--- src/hdl/fix_cfg_pkg.sv ---
package fix_cfg_pkg;

  // tick count used for both the heartbeat and the reconnect waits.
  typedef logic [7:0] interval_t;

  // protocol version code, zero-extended to a byte when it goes into a frame.
  typedef logic [5:0] begin_code_t;

  // connection role of this end of the session.
  typedef enum logic [1:0] {
    ROLE_INITIATOR = 2'd0,
    ROLE_ACCEPTOR  = 2'd1,
    ROLE_NONE      = 2'd2
  } conn_role_e;

  // session configuration as written by the host, 24 bits in total.
  typedef struct packed {
    conn_role_e  role;
    begin_code_t begin_code;
    interval_t   heartbeat_int;
    interval_t   reconnect_int;
  } session_cfg_t;

endpackage

--- src/hdl/fix_msg_pkg.sv ---
package fix_msg_pkg;

  // one byte of an outgoing frame.
  typedef logic [7:0] msg_byte_t;

  // session message sequence number.
  typedef logic [15:0] seq_num_t;

  // message types carry their ASCII codes from the FIX MsgType field.
  typedef enum logic [7:0] {
    MSG_HEARTBEAT = 8'h30,
    MSG_LOGOUT    = 8'h35,
    MSG_LOGON     = 8'h41
  } msg_type_e;

  // request from the session FSM to the frame serializer.
  typedef struct packed {
    msg_type_e msg_type;
    seq_num_t  seq;
  } msg_req_t;

endpackage

--- src/hdl/session_config.sv ---
module session_config #(
  parameter int ID_BYTES = 8,
  localparam int ID_WIDTH = 8 * ID_BYTES,
  localparam int LEN_WIDTH = $clog2(ID_BYTES + 1)
) (
  input  logic                       clk,
  input  logic                       rst_i,
  input  logic                       configure_i,
  input  fix_cfg_pkg::session_cfg_t  cfg_i,
  input  logic [ID_WIDTH-1:0]        sender_id_i,
  input  logic [ID_WIDTH-1:0]        target_id_i,
  input  logic [LEN_WIDTH-1:0]       sender_len_i,
  input  logic [LEN_WIDTH-1:0]       target_len_i,
  input  logic                       cfg_lock_i,
  output fix_cfg_pkg::session_cfg_t  cfg_o,
  output logic [ID_WIDTH-1:0]        sender_id_o,
  output logic [ID_WIDTH-1:0]        target_id_o,
  output logic [LEN_WIDTH-1:0]       sender_len_o,
  output logic [LEN_WIDTH-1:0]       target_len_o,
  output logic                       cfg_valid_o
);

  // first stage holds the raw host write while it is checked.
  fix_cfg_pkg::session_cfg_t cap_cfg_q;
  logic [ID_WIDTH-1:0]       cap_sender_q;
  logic [ID_WIDTH-1:0]       cap_target_q;
  logic [LEN_WIDTH-1:0]      cap_sender_len_q;
  logic [LEN_WIDTH-1:0]      cap_target_len_q;
  logic                      load_q;
  logic                      cfg_ok;

  always_comb begin
    cfg_ok = (cap_sender_len_q != '0) && (cap_sender_len_q <= ID_BYTES) &&
             (cap_target_len_q != '0) && (cap_target_len_q <= ID_BYTES) &&
             ((cap_cfg_q.role == fix_cfg_pkg::ROLE_INITIATOR) ||
              (cap_cfg_q.role == fix_cfg_pkg::ROLE_ACCEPTOR)) &&
             (cap_cfg_q.heartbeat_int != '0);
  end

  always_ff @(posedge clk) begin
    if (configure_i && !cfg_lock_i) begin
      cap_cfg_q        <= cfg_i;
      cap_sender_q     <= sender_id_i;
      cap_target_q     <= target_id_i;
      cap_sender_len_q <= sender_len_i;
      cap_target_len_q <= target_len_i;
    end
    if (load_q) begin
      cfg_o        <= cap_cfg_q;
      sender_id_o  <= cap_sender_q;
      target_id_o  <= cap_target_q;
      sender_len_o <= cap_sender_len_q;
      target_len_o <= cap_target_len_q;
    end
  end

  // the old configuration is withdrawn as soon as a new write is taken.
  always_ff @(posedge clk) begin
    if (rst_i) begin
      load_q      <= 1'b0;
      cfg_valid_o <= 1'b0;
    end else begin
      load_q <= configure_i && !cfg_lock_i;
      if (configure_i && !cfg_lock_i) begin
        cfg_valid_o <= 1'b0;
      end else if (load_q) begin
        cfg_valid_o <= cfg_ok;
      end
    end
  end

  a_valid_lengths: assert property (@(posedge clk) disable iff (rst_i)
    cfg_valid_o |-> (sender_len_o != '0) && (sender_len_o <= ID_BYTES) &&
                    (target_len_o != '0) && (target_len_o <= ID_BYTES));

endmodule

--- src/hdl/session_fsm.sv ---
module session_fsm (
  input  logic                      clk,
  input  logic                      rst_i,
  input  fix_cfg_pkg::session_cfg_t cfg_i,
  input  logic                      cfg_valid_i,
  input  logic                      connect_i,
  input  logic                      peer_logon_i,
  input  logic                      tick_i,
  input  logic                      busy_i,
  output logic                      req_valid_o,
  output fix_msg_pkg::msg_req_t     req_o,
  output logic                      session_active_o,
  output logic                      cfg_lock_o
);

  typedef enum logic [1:0] {
    IDLE,
    WAIT_PEER,
    ACTIVE,
    HOLDOFF
  } state_e;

  state_e                    state_q;
  state_e                    state_d;
  fix_cfg_pkg::interval_t    cnt_q;
  fix_cfg_pkg::interval_t    cnt_d;
  fix_msg_pkg::seq_num_t     seq_q;
  fix_msg_pkg::seq_num_t     req_seq;
  logic                      pend_q;
  fix_msg_pkg::msg_type_e    pend_type_q;
  logic                      ev_valid;
  fix_msg_pkg::msg_type_e    ev_type;
  logic                      can_issue;
  fix_msg_pkg::msg_type_e    out_type;

  // one request may wait for the serializer, so new events stay off until it is gone.
  always_comb begin
    state_d  = state_q;
    cnt_d    = cnt_q;
    ev_valid = 1'b0;
    ev_type  = fix_msg_pkg::MSG_HEARTBEAT;
    case (state_q)
      IDLE: begin
        if (cfg_valid_i && connect_i) begin
          if (cfg_i.role == fix_cfg_pkg::ROLE_INITIATOR) begin
            ev_valid = 1'b1;
            ev_type  = fix_msg_pkg::MSG_LOGON;
            cnt_d    = '0;
            state_d  = ACTIVE;
          end else begin
            state_d = WAIT_PEER;
          end
        end
      end
      WAIT_PEER: begin
        if (!cfg_valid_i || !connect_i) begin
          state_d = IDLE;
        end else if (peer_logon_i) begin
          ev_valid = 1'b1;
          ev_type  = fix_msg_pkg::MSG_LOGON;
          cnt_d    = '0;
          state_d  = ACTIVE;
        end
      end
      ACTIVE: begin
        if (pend_q) begin
          state_d = ACTIVE;
        end else if (!connect_i) begin
          ev_valid = 1'b1;
          ev_type  = fix_msg_pkg::MSG_LOGOUT;
          cnt_d    = '0;
          state_d  = HOLDOFF;
        end else if (tick_i) begin
          if (fix_cfg_pkg::interval_t'(cnt_q + 1'b1) == cfg_i.heartbeat_int) begin
            ev_valid = 1'b1;
            ev_type  = fix_msg_pkg::MSG_HEARTBEAT;
            cnt_d    = '0;
          end else begin
            cnt_d = cnt_q + 1'b1;
          end
        end
      end
      HOLDOFF: begin
        // the logout has to be handed over before a new logon can follow.
        if ((cnt_q == cfg_i.reconnect_int) && !pend_q) begin
          state_d = IDLE;
        end else if (tick_i && (cnt_q != cfg_i.reconnect_int)) begin
          cnt_d = cnt_q + 1'b1;
        end
      end
      default: state_d = IDLE;
    endcase
  end

  assign can_issue = !busy_i && !req_valid_o;
  assign out_type  = pend_q ? pend_type_q : ev_type;
  assign req_seq   = (out_type == fix_msg_pkg::MSG_LOGON) ? 16'd1 : seq_q;

  always_ff @(posedge clk) begin
    if (rst_i) begin
      state_q     <= IDLE;
      cnt_q       <= '0;
      seq_q       <= 16'd1;
      pend_q      <= 1'b0;
      req_valid_o <= 1'b0;
    end else begin
      state_q     <= state_d;
      cnt_q       <= cnt_d;
      req_valid_o <= 1'b0;
      if ((ev_valid || pend_q) && can_issue) begin
        req_valid_o <= 1'b1;
        seq_q       <= req_seq + 1'b1;
        pend_q      <= 1'b0;
      end else if (ev_valid) begin
        pend_q <= 1'b1;
      end
    end
  end

  always_ff @(posedge clk) begin
    if (ev_valid) begin
      pend_type_q <= ev_type;
    end
    if ((ev_valid || pend_q) && can_issue) begin
      req_o.msg_type <= out_type;
      req_o.seq      <= req_seq;
    end
  end

  assign session_active_o = (state_q == ACTIVE);
  assign cfg_lock_o       = (state_q == ACTIVE) || (state_q == HOLDOFF);

  a_no_req_when_busy: assert property (@(posedge clk) disable iff (rst_i)
    req_valid_o |-> !busy_i);

endmodule

--- src/hdl/msg_serializer.sv ---
module msg_serializer #(
  parameter int ID_BYTES = 8,
  localparam int ID_WIDTH = 8 * ID_BYTES,
  localparam int LEN_WIDTH = $clog2(ID_BYTES + 1)
) (
  input  logic                     clk,
  input  logic                     rst_i,
  input  logic                     req_valid_i,
  input  fix_msg_pkg::msg_req_t    req_i,
  input  fix_cfg_pkg::begin_code_t begin_code_i,
  input  fix_cfg_pkg::interval_t   heartbeat_int_i,
  input  logic [ID_WIDTH-1:0]      sender_id_i,
  input  logic [ID_WIDTH-1:0]      target_id_i,
  input  logic [LEN_WIDTH-1:0]     sender_len_i,
  input  logic [LEN_WIDTH-1:0]     target_len_i,
  output logic                     busy_o,
  output logic                     byte_valid_o,
  output fix_msg_pkg::msg_byte_t   byte_o,
  output logic                     byte_last_o
);

  // fields in the order they appear on the wire.
  typedef enum logic [2:0] {
    FLD_BEGIN,
    FLD_TYPE,
    FLD_SEQ_HI,
    FLD_SEQ_LO,
    FLD_SENDER,
    FLD_TARGET,
    FLD_HB,
    FLD_CSUM
  } field_e;

  field_e                 field_q;
  logic [LEN_WIDTH-1:0]   pos_q;
  fix_msg_pkg::msg_req_t  req_q;
  fix_msg_pkg::msg_byte_t sum_q;
  fix_msg_pkg::msg_byte_t cur_byte;

  always_comb begin
    case (field_q)
      FLD_BEGIN:  cur_byte = {2'b00, begin_code_i};
      FLD_TYPE:   cur_byte = req_q.msg_type;
      FLD_SEQ_HI: cur_byte = req_q.seq[15:8];
      FLD_SEQ_LO: cur_byte = req_q.seq[7:0];
      FLD_SENDER: cur_byte = sender_id_i[8 * pos_q +: 8];
      FLD_TARGET: cur_byte = target_id_i[8 * pos_q +: 8];
      FLD_HB:     cur_byte = heartbeat_int_i;
      default:    cur_byte = sum_q;
    endcase
  end

  always_ff @(posedge clk) begin
    if (rst_i) begin
      busy_o       <= 1'b0;
      byte_valid_o <= 1'b0;
      byte_last_o  <= 1'b0;
      field_q      <= FLD_BEGIN;
      pos_q        <= '0;
    end else begin
      byte_valid_o <= 1'b0;
      byte_last_o  <= 1'b0;
      if (!busy_o) begin
        if (req_valid_i) begin
          busy_o  <= 1'b1;
          field_q <= FLD_BEGIN;
          pos_q   <= '0;
        end
      end else if (byte_last_o) begin
        // the checksum went out last cycle, so the frame is complete.
        busy_o <= 1'b0;
      end else begin
        byte_valid_o <= 1'b1;
        case (field_q)
          FLD_BEGIN:  field_q <= FLD_TYPE;
          FLD_TYPE:   field_q <= FLD_SEQ_HI;
          FLD_SEQ_HI: field_q <= FLD_SEQ_LO;
          FLD_SEQ_LO: field_q <= FLD_SENDER;
          FLD_SENDER: begin
            if (pos_q == LEN_WIDTH'(sender_len_i - 1'b1)) begin
              field_q <= FLD_TARGET;
              pos_q   <= '0;
            end else begin
              pos_q <= pos_q + 1'b1;
            end
          end
          FLD_TARGET: begin
            if (pos_q == LEN_WIDTH'(target_len_i - 1'b1)) begin
              field_q <= FLD_HB;
              pos_q   <= '0;
            end else begin
              pos_q <= pos_q + 1'b1;
            end
          end
          FLD_HB:     field_q <= FLD_CSUM;
          default:    byte_last_o <= 1'b1;
        endcase
      end
    end
  end

  // request, output byte and checksum accumulator.
  always_ff @(posedge clk) begin
    if (!busy_o && req_valid_i) begin
      req_q <= req_i;
      sum_q <= '0;
    end else if (busy_o && !byte_last_o) begin
      byte_o <= cur_byte;
      sum_q  <= sum_q + cur_byte;
    end
  end

  a_last_is_valid: assert property (@(posedge clk) disable iff (rst_i)
    byte_last_o |-> byte_valid_o);

  a_valid_when_busy: assert property (@(posedge clk) disable iff (rst_i)
    byte_valid_o |-> busy_o);

endmodule

--- src/hdl/fix_session_top.sv ---
module fix_session_top #(
  parameter int ID_BYTES = 8,
  localparam int ID_WIDTH = 8 * ID_BYTES,
  localparam int LEN_WIDTH = $clog2(ID_BYTES + 1)
) (
  input  logic                      clk,
  input  logic                      rst_i,
  input  logic                      configure_i,
  input  fix_cfg_pkg::session_cfg_t cfg_i,
  input  logic [ID_WIDTH-1:0]       sender_id_i,
  input  logic [ID_WIDTH-1:0]       target_id_i,
  input  logic [LEN_WIDTH-1:0]      sender_len_i,
  input  logic [LEN_WIDTH-1:0]      target_len_i,
  input  logic                      connect_i,
  input  logic                      peer_logon_i,
  input  logic                      tick_i,
  output logic                      byte_valid_o,
  output fix_msg_pkg::msg_byte_t    byte_o,
  output logic                      byte_last_o,
  output logic                      session_active_o,
  output logic                      cfg_valid_o
);

  fix_cfg_pkg::session_cfg_t cfg;
  logic [ID_WIDTH-1:0]       sender_id;
  logic [ID_WIDTH-1:0]       target_id;
  logic [LEN_WIDTH-1:0]      sender_len;
  logic [LEN_WIDTH-1:0]      target_len;
  logic                      cfg_lock;
  logic                      req_valid;
  fix_msg_pkg::msg_req_t     req;
  logic                      busy;

  session_config #(.ID_BYTES(ID_BYTES)) session_config_i (
    .clk, .rst_i, .configure_i, .cfg_i, .sender_id_i, .target_id_i,
    .sender_len_i, .target_len_i,
    .cfg_lock_i(cfg_lock), .cfg_o(cfg), .sender_id_o(sender_id),
    .target_id_o(target_id), .sender_len_o(sender_len),
    .target_len_o(target_len), .cfg_valid_o
  );

  session_fsm session_fsm_i (
    .clk, .rst_i, .cfg_i(cfg), .cfg_valid_i(cfg_valid_o), .connect_i,
    .peer_logon_i, .tick_i, .busy_i(busy), .req_valid_o(req_valid),
    .req_o(req), .session_active_o, .cfg_lock_o(cfg_lock)
  );

  msg_serializer #(.ID_BYTES(ID_BYTES)) msg_serializer_i (
    .clk, .rst_i, .req_valid_i(req_valid), .req_i(req),
    .begin_code_i(cfg.begin_code), .heartbeat_int_i(cfg.heartbeat_int),
    .sender_id_i(sender_id), .target_id_i(target_id),
    .sender_len_i(sender_len), .target_len_i(target_len),
    .busy_o(busy), .byte_valid_o, .byte_o, .byte_last_o
  );

endmodule

--- config.mk ---
export PLATFORM = sky130hd
export DESIGN_NAME = fix_session_top
export DESIGN_NICKNAME = d
export VERILOG_FILES = /design/src/hdl/fix_cfg_pkg.sv /design/src/hdl/fix_msg_pkg.sv /design/src/hdl/session_config.sv /design/src/hdl/session_fsm.sv /design/src/hdl/msg_serializer.sv /design/src/hdl/fix_session_top.sv
export SDC_FILE = /design/constraint.sdc
export NUM_CORES = 1
export LEC_CHECK = 0
export BUFFER_PORTS_ARGS = -buffer_cell sky130_fd_sc_hd__buf_2
export CAP_MARGIN = 20
export CELL_PAD_IN_SITES_DETAIL_PLACEMENT = 1
export CELL_PAD_IN_SITES_GLOBAL_PLACEMENT = 2
export CORE_UTILIZATION = 40
export CTS_CLUSTER_DIAMETER = 50
export CTS_CLUSTER_SIZE = 10
export DETAILED_ROUTE_END_ITERATION = 10
export PLACE_DENSITY_LB_ADDON = 0.2
export SYNTH_ARGS = -nofsm -noshare
export SYNTH_HDL_FRONTEND = slang
export SYNTH_SLANG_ARGS = --single-unit
--- constraint.sdc ---
create_clock -name clk -period 26.5 [get_ports clk]
set_input_delay 3.975 -clock clk [delete_from_list [all_inputs] [get_ports clk]]
set_output_delay 3.975 -clock clk [all_outputs]
set_load 0.02 [all_outputs]
==> flow_metrics.env, run 1 <==
export IMPL_cts_setup_buffers=0
export IMPL_drive_gt1_share_pct=26.83
export IMPL_clock_root_buffer="clkbuf_16"
export IMPL_groute_usage_overall_pct=17.34
export IMPL_cts_resized=0
export IMPL_finalInstanceArea_um2=19030
export IMPL_syn_inst=942
export IMPL_grt_overflow=0
export IMPL_timing_final_crit_share_pct=24.10
export IMPL_portBuffers=177
export IMPL_critPathMaxFanout=29
export IMPL_worstMarginPinSlew_ns=1.046
export IMPL_crit_chain="buf_2 > nand2_1 > a2111oi_0 > buf_4 > a21oi_2 > buf_4 > nand2b_1 > ha_1 > nand3_1 > nor3_1 > and3_1 > nand3_1 > o21a_1 > o21ai_0 > a21oi_1"
export IMPL_synth_fp_nets=1121
export IMPL_grt_max_degree=77
export IMPL_tritoncts="done"
export IMPL_synth_edff_count=372
export IMPL_ys_ff_latch=420
export IMPL_end_kind="flop"
export IMPL_synth_most_common_cell="edfxtp_1"
export IMPL_worst_ep_arrival_time_ns=6.80
export IMPL_pre_cts_ws_ns=19.56
export IMPL_cp_start_kind="input port"
export IMPL_syn_area_um2=15940
export IMPL_crit_slowest_cell="a2111oi_0"
export IMPL_rsz0062_at_grt="false"
export IMPL_syn2layout_area_growth_pct=19.37
export IMPL_p_per_area_nw_per_um2=77.53
export IMPL_clock_fmax_mhz=156.5
export IMPL_ys_seq_area_share_pct=76.11
export IMPL_wl_mm=34.79
export IMPL_path_class="in -> reg"
export IMPL_relSlewSlack_pct=30.24
export IMPL_setup_tns_ns=0
export IMPL_synth_top_flop_cell="edfxtp_1"
export IMPL_cts_clk_slew_worst_paths_ns=0.05
export IMPL_synthTopCellsByArea="edfxtp_1, dfxtp_1, mux4_2, nand2_1, xor2_1"
export IMPL_layout_nets=1325
export IMPL_postCtsHoldBufs=0
export IMPL_synth_top_cell_area_share_pct=70.08
export IMPL_worst_path_dominant_cell_family="simple AND/OR/NAND/NOR gates"
export IMPL_worst_path_buf_inv=3
export IMPL_clockBufferDepth=3
export IMPL_hold_violations=0
export IMPL_finClkSkew_ns=0.01381
export IMPL_slew_viol_final=0
export IMPL_min_path_type="reg -> reg"
export IMPL_initial_core_util_pct=40.86
export IMPL_drc=0
export IMPL_cts_htree_levels=2
export IMPL_dpl_hpwl_mm=23.26
export IMPL_fp_dieW_um=201.6
export IMPL_die_h_um=201.6
export IMPL_synthArstFlopShare_pct=0
export IMPL_postPlaceCellArea_um2=17410
export IMPL_cts_sinks=420
export IMPL_yosysTopAreaCell="edfxtp_1"
export IMPL_power_total_mw=1.475
export IMPL_syn_area_per_cell_um2=16.92
export IMPL_setup_viol=0
export IMPL_ir_worst_vdd_mv=0.04924
export IMPL_vias=8777
export IMPL_grt_pass1_vias=9179
export IMPL_cpPeakStageDelay_ns=0.41
export IMPL_drtIter0Drc=490
export IMPL_rows=72
export IMPL_place_gp_congestion=0.7751
export IMPL_yosysWarnings=0
export IMPL_synthTopCellsByCount="edfxtp_1, nand2_1, nor2_1, dfxtp_1, mux4_2"
export IMPL_insertion_delay_ns=0.58
export IMPL_max_cap_violations=0
export IMPL_cts_made_buffers=53
export IMPL_ant_nets=0
export IMPL_period_minus_slack_ns=6.388
export IMPL_drtPass1Iterations=4
export IMPL_grt_pass1_wl_mm=53.17
export IMPL_die_area_um2=40650
export IMPL_detail_route_wl_per_cell_um=20.43
export IMPL_worst_slack_ns=20.11
export IMPL_post_drt_via_cell_ratio=5.154
export IMPL_status="completed"
export IMPL_antenna_found_initial=9
export IMPL_critPathRequiredTime_ns=26.91
export IMPL_ios=178
export IMPL_core_um2=39010
export IMPL_static_leakage_power_nw=6.720
export IMPL_synth_cell_types=72
[layout by cell type, fill, tap and decap left out, types with 5 or more instances in the layout]
master	n
a21oi_1	31
a31oi_1	8
a32o_1	5
and2_1	17
buf_2	177
buf_4	14
clkbuf_1	17
clkbuf_16	54
clkinvlp_4	5
dfxtp_1	46
diode_2	7
edfxtp_1	372
ha_1	12
inv_1	20
mux2i_1	6
mux4_2	40
nand2_1	54
nand2b_1	9
nand3_1	23
nand4_1	6
nor2_1	50
nor2b_1	6
nor3_1	19
nor3b_1	5
nor4_1	7
o211ai_1	9
o21a_1	6
o21ai_0	29
or3_1	6
xnor2_1	13
xor2_1	22
[routing by layer]
metal	routed length [um]	GRT usage (%)	up-vias
met1	15370	22.83	4419
met5	22	0	-
met4	897	5.763	4
met2	16640	28.07	203
li1	-	-	4093
met3	1865	4.406	58
[logic make-up (layout without fill, tap and decap cells)]
| kind of cell | Yosys count | in the layout | share of synthesized area, % |
|---|---|---|---|
| flops | 420 | 420 | 76.11 |
| simple gates | 228 | 228 | 7.292 |
| compound gates | 135 | 135 | 5.769 |
| buf+inv | 63 | 299 | 1.672 |
| mux | 48 | 48 | 6.170 |
| xor+xnor | 35 | 35 | 1.923 |
| fa+ha+maj | 13 | 13 | 1.067 |
| other cells | 0 | 7 | 0 |
[through the flow]
| stage | cells | hold slack [ns] | util [%] |
|---|---|---|---|
| 2_1_floorplan | 942 | 0.4003 | - |
| 3_3_place_gp | 1609 | 0.4009 | 44.63 |
| 3_5_place_dp | 1609 | 0.4051 | 44.63 |
| 4_1_cts | 1696 | 0.4117 | 48.74 |
| 5_1_grt | 1701 | 0.4222 | 48.77 |
| 6_report | 1703 | 0.4132 | 48.78 |
[worst paths after layout]
| check | from | end | slack (ns) | cells past startpoint |
|---|---|---|---|---|
| worst max-delay path | connect_i | session_fsm_i.seq_q[14]$_SDFFE_PP0P_ | 20.11 | 15 |
| worst min-delay path | session_config_i.cap_target_q[0]$_DFFE_PP_ | session_config_i.target_id_o[0]$_DFFE_PP_ | 0.41 | 0 |
| worst max register to register | msg_serializer_i.field_q[1]$_SDFFE_PP0P_ | msg_serializer_i.sum_q[7]$_SDFFE_PP0P_ | 21.70 | 14 |
| worst min register to register | session_config_i.cap_target_q[0]$_DFFE_PP_ | session_config_i.target_id_o[0]$_DFFE_PP_ | 0.41 | 0 |
[area by class of cell]
class,instances,area (um2)
Antenna cell,7,17.52
Clock buffer,72,1429
Clock inverter,15,173.9
Fill cell,3752,19980
Inverter,21,78.83
Multi-Input combinational cell,459,3553
Sequential cell,420,12140
Tap cell,518,648.1
Timing Repair Buffer,191,991.0
[state kept, by name, indices dropped and copies added (netlist names), 3 cells and up]
| register | flops |
|---|---|
| msg_serializer_i.pos_q | 4 |
| session_fsm_i.cnt_q | 8 |
| session_config_i.cap_cfg_q | 24 |
| session_fsm_i.pend_type_q | 4 |
| session_config_i.sender_len_o | 4 |
| session_fsm_i.seq_q | 16 |
| session_config_i.cap_sender_len_q | 4 |
| session_config_i.cfg_o | 24 |
| session_config_i.cap_target_len_q | 4 |
| msg_serializer_i.field_q | 3 |
| msg_serializer_i.byte_o | 8 |
| session_config_i.sender_id_o | 64 |
| session_config_i.target_id_o | 64 |
| msg_serializer_i.sum_q | 8 |
| session_config_i.cap_target_q | 64 |
| session_config_i.target_len_o | 4 |
| session_fsm_i.req_o | 20 |
| msg_serializer_i.req_q | 20 |
| session_config_i.cap_sender_q | 64 |
[where the power goes]
group          total, mW  internal (mW)  switching (mW)
clock network      0.660          0.403           0.257
logic             0.0500         0.0220          0.0280
registers          0.765          0.754          0.0111
Note: power is estimated with default switching activity, not from simulation.
==> run 2: changes to the inputs <==
--- a/config.mk
+++ b/config.mk
@@ -9,7 +9,7 @@
 export CAP_MARGIN = 20
 export CELL_PAD_IN_SITES_DETAIL_PLACEMENT = 1
 export CELL_PAD_IN_SITES_GLOBAL_PLACEMENT = 2
-export CORE_UTILIZATION = 40
+export CORE_UTILIZATION = 39
 export CTS_CLUSTER_DIAMETER = 50
 export CTS_CLUSTER_SIZE = 10
 export DETAILED_ROUTE_END_ITERATION = 10
==> constraint.sdc (replaced) <==
create_clock -name clk -period 5.23 [get_ports clk]
set_input_delay 0.7845 -clock clk [delete_from_list [all_inputs] [get_ports clk]]
set_output_delay 0.7845 -clock clk [all_outputs]
set_load 0.02 [all_outputs]
==> flow_metrics.env, run 2 (synthesis gave the netlist of run 1 again) <==
export IMPL_rows=73
export IMPL_final_cell_mix="edfxtp_1, buf_2, nand2_1"
export IMPL_cts_resized=0
export IMPL_portBuffers=177
export IMPL_layout_commonest_cell="edfxtp_1"
export IMPL_place_inst=1618
export IMPL_drc=0
export IMPL_detail_route_wl_per_cell_um=21.26
export IMPL_vias=8793
export IMPL_cts_clk_slew_worst_paths_ns=0.06
export IMPL_finClkSkew_ns=0.01339
export IMPL_timing_final_crit_share_pct=84.23
export IMPL_path_class="reg -> reg"
export IMPL_core_um2=40010
export IMPL_die_h_um=204.2
export IMPL_ios=178
export IMPL_p_per_area_nw_per_um2=392.8
export IMPL_clockPowerShare_pct=44.6
export IMPL_use_met1_pct=24.01
export IMPL_critPathRequiredTime_ns=5.74
export IMPL_clock_root_buffer="clkbuf_16"
export IMPL_rsz0062_at_grt="false"
export IMPL_postCtsHoldBufs=0
export IMPL_syn2layout_area_growth_pct=19.48
export IMPL_grt_pass1_vias=9387
export IMPL_grt_max_degree=161
export IMPL_initial_core_util_pct=39.84
export IMPL_busiest_layer="met2"
export IMPL_wl_mm=36.30
export IMPL_use_met3_pct=3.827
export IMPL_fp_dieW_um=204.2
export IMPL_tritoncts="done"
export IMPL_pre_cts_ws_ns=0.7998
export IMPL_power_total_mw=7.480
export IMPL_status="completed"
export IMPL_grt_use_met2_pct=29.00
export IMPL_insertion_delay_ns=0.57
export IMPL_worst_ep_arrival_time_ns=4.91
export IMPL_drtIter0Drc=469
export IMPL_worstMarginPinSlew_ns=1.079
export IMPL_ir_worst_vdd_mv=0.2494
export IMPL_clockBufferDepth=3
export IMPL_relSlewSlack_pct=28.08
export IMPL_worst_slack_ns=0.8248
export IMPL_static_leakage_power_nw=6.740
export IMPL_drive_gt1_share_pct=26.57
export IMPL_end_kind="flop"
export IMPL_p_sw_share_pct=20.34
export IMPL_cts_sinks=420
export IMPL_post_drt_via_cell_ratio=5.151
export IMPL_intPower_mw=5.959
export IMPL_dpl_hpwl_mm=24.14
export IMPL_cp_start_kind="flop"
export IMPL_setup_tns_ns=0
export IMPL_seq_power_share_pct=52.0
export IMPL_hold_violations=0
export IMPL_diodes=0
export IMPL_place_gp_congestion=0.7554
export IMPL_die_area_um2=41690
export IMPL_drtPass1Iterations=4
export IMPL_max_cap_violations=0
export IMPL_critPathMaxFanout=6
export IMPL_groute_usage_overall_pct=17.90
export IMPL_cts_setup_buffers=0
export IMPL_cts_made_buffers=51
export IMPL_min_path_type="in -> reg"
export IMPL_layout_nets=1325
export IMPL_slew_viol_final=0
export IMPL_grt_pass1_wl_mm=55.21
export IMPL_setup_viol=0
export IMPL_clock_fmax_mhz=227.0
export IMPL_power_switching_mw=1.522
export IMPL_grt_overflow=0
export IMPL_cts_htree_levels=2
export IMPL_antenna_found_initial=1
export IMPL_nFillCells=3896
export IMPL_pwr_share_comb_pct=3.4
export IMPL_period_minus_slack_ns=4.405
export IMPL_ant_nets=0
export IMPL_finalNonFillerCells=1707
-- run 2: cell count changes in the layout (fill, tap and decap cells not counted) --
cell,previous run,this run
clkbuf_1,17,26
diode_2,7,0
clkinvlp_4,5,1
buf_12,0,3
clkinv_1,4,1
clkbuf_16,54,52
clkbuf_8,1,3
buf_4,14,13
clkinv_2,2,1
inv_6,0,1
-- run 2: area by class of cell --
type | count | area, um2 | area share (%)
flip-flops and latches | 420 | 12140 | 63.72
multi-input cells | 459 | 3553 | 18.66
clock buffers | 81 | 1440 | 7.561
repair buffers | 193 | 1044 | 5.479
well taps | 525 | 656.9 | 3.449
clock inverters | 8 | 136.4 | 0.7161
inverters | 21 | 78.83 | 0.4139
-- run 2: final timing paths --
path | cells past startpoint | start | end | slack, ns
worst min-delay path | 1 | target_id_i[5] | session_config_i.cap_target_q[5]$_DFFE_PP_ | 0.38
worst min register to register | 0 | session_config_i.cap_sender_q[6]$_DFFE_PP_ | session_config_i.sender_id_o[6]$_DFFE_PP_ | 0.42
worst max-delay path | 13 | msg_serializer_i.field_q[1]$_SDFFE_PP0P_ | msg_serializer_i.sum_q[7]$_SDFFE_PP0P_ | 0.82
worst max register to register | 13 | msg_serializer_i.field_q[1]$_SDFFE_PP0P_ | msg_serializer_i.sum_q[7]$_SDFFE_PP0P_ | 0.82
-- run 2: worst max-delay path, stage by stage, from the launching register on --
cell and delay, ns:
dfxtp_1 0.31, nand3b_1 0.50, mux4_2 0.63, mux4_2 0.52, a221oi_1 0.30, nor2_1 0.14, ha_1 0.31, a21o_1 0.16
a21oi_1 0.22, o21ai_0 0.15, or4_1 0.46, a221o_1 0.31, o21ai_0 0.12, mux2i_1 0.20
-- run 2: routing by layer --
metal / up-vias / part of all wire (%)
li1: 4084 / -
met1: 4435 / 45
met2: 212 / 48
met3: 62 / 4.8
met4: 0 / 2.6
met5: - / 0
-- run 2: power by group through the flow --
stage | logic [mW] | clock network (mW) | registers (mW)
floorplan | 0.126 | 0 | 3.95
detailed placement | 0.259 | 0 | 3.96
global placement | 0.251 | 0 | 3.96
global route | 0.282 | 3.56 | 3.91
CTS | 0.262 | 3.44 | 3.89
finish | 0.255 | 3.33 | 3.89
-- run 2: per-stage QoR --
| stage | area (um2) | hold slack (ns) | utilization [%] |
|---|---|---|---|
| finish | 19050 | 0.3805 | 47.61 |
| global placement | 17470 | 0.4007 | 43.67 |
| floorplan | 15950 | 0.4003 | - |
| detailed placement | 17470 | 0.4052 | 43.67 |
| CTS | 19050 | 0.3413 | 47.61 |
| global route | 19050 | 0.3497 | 47.61 |
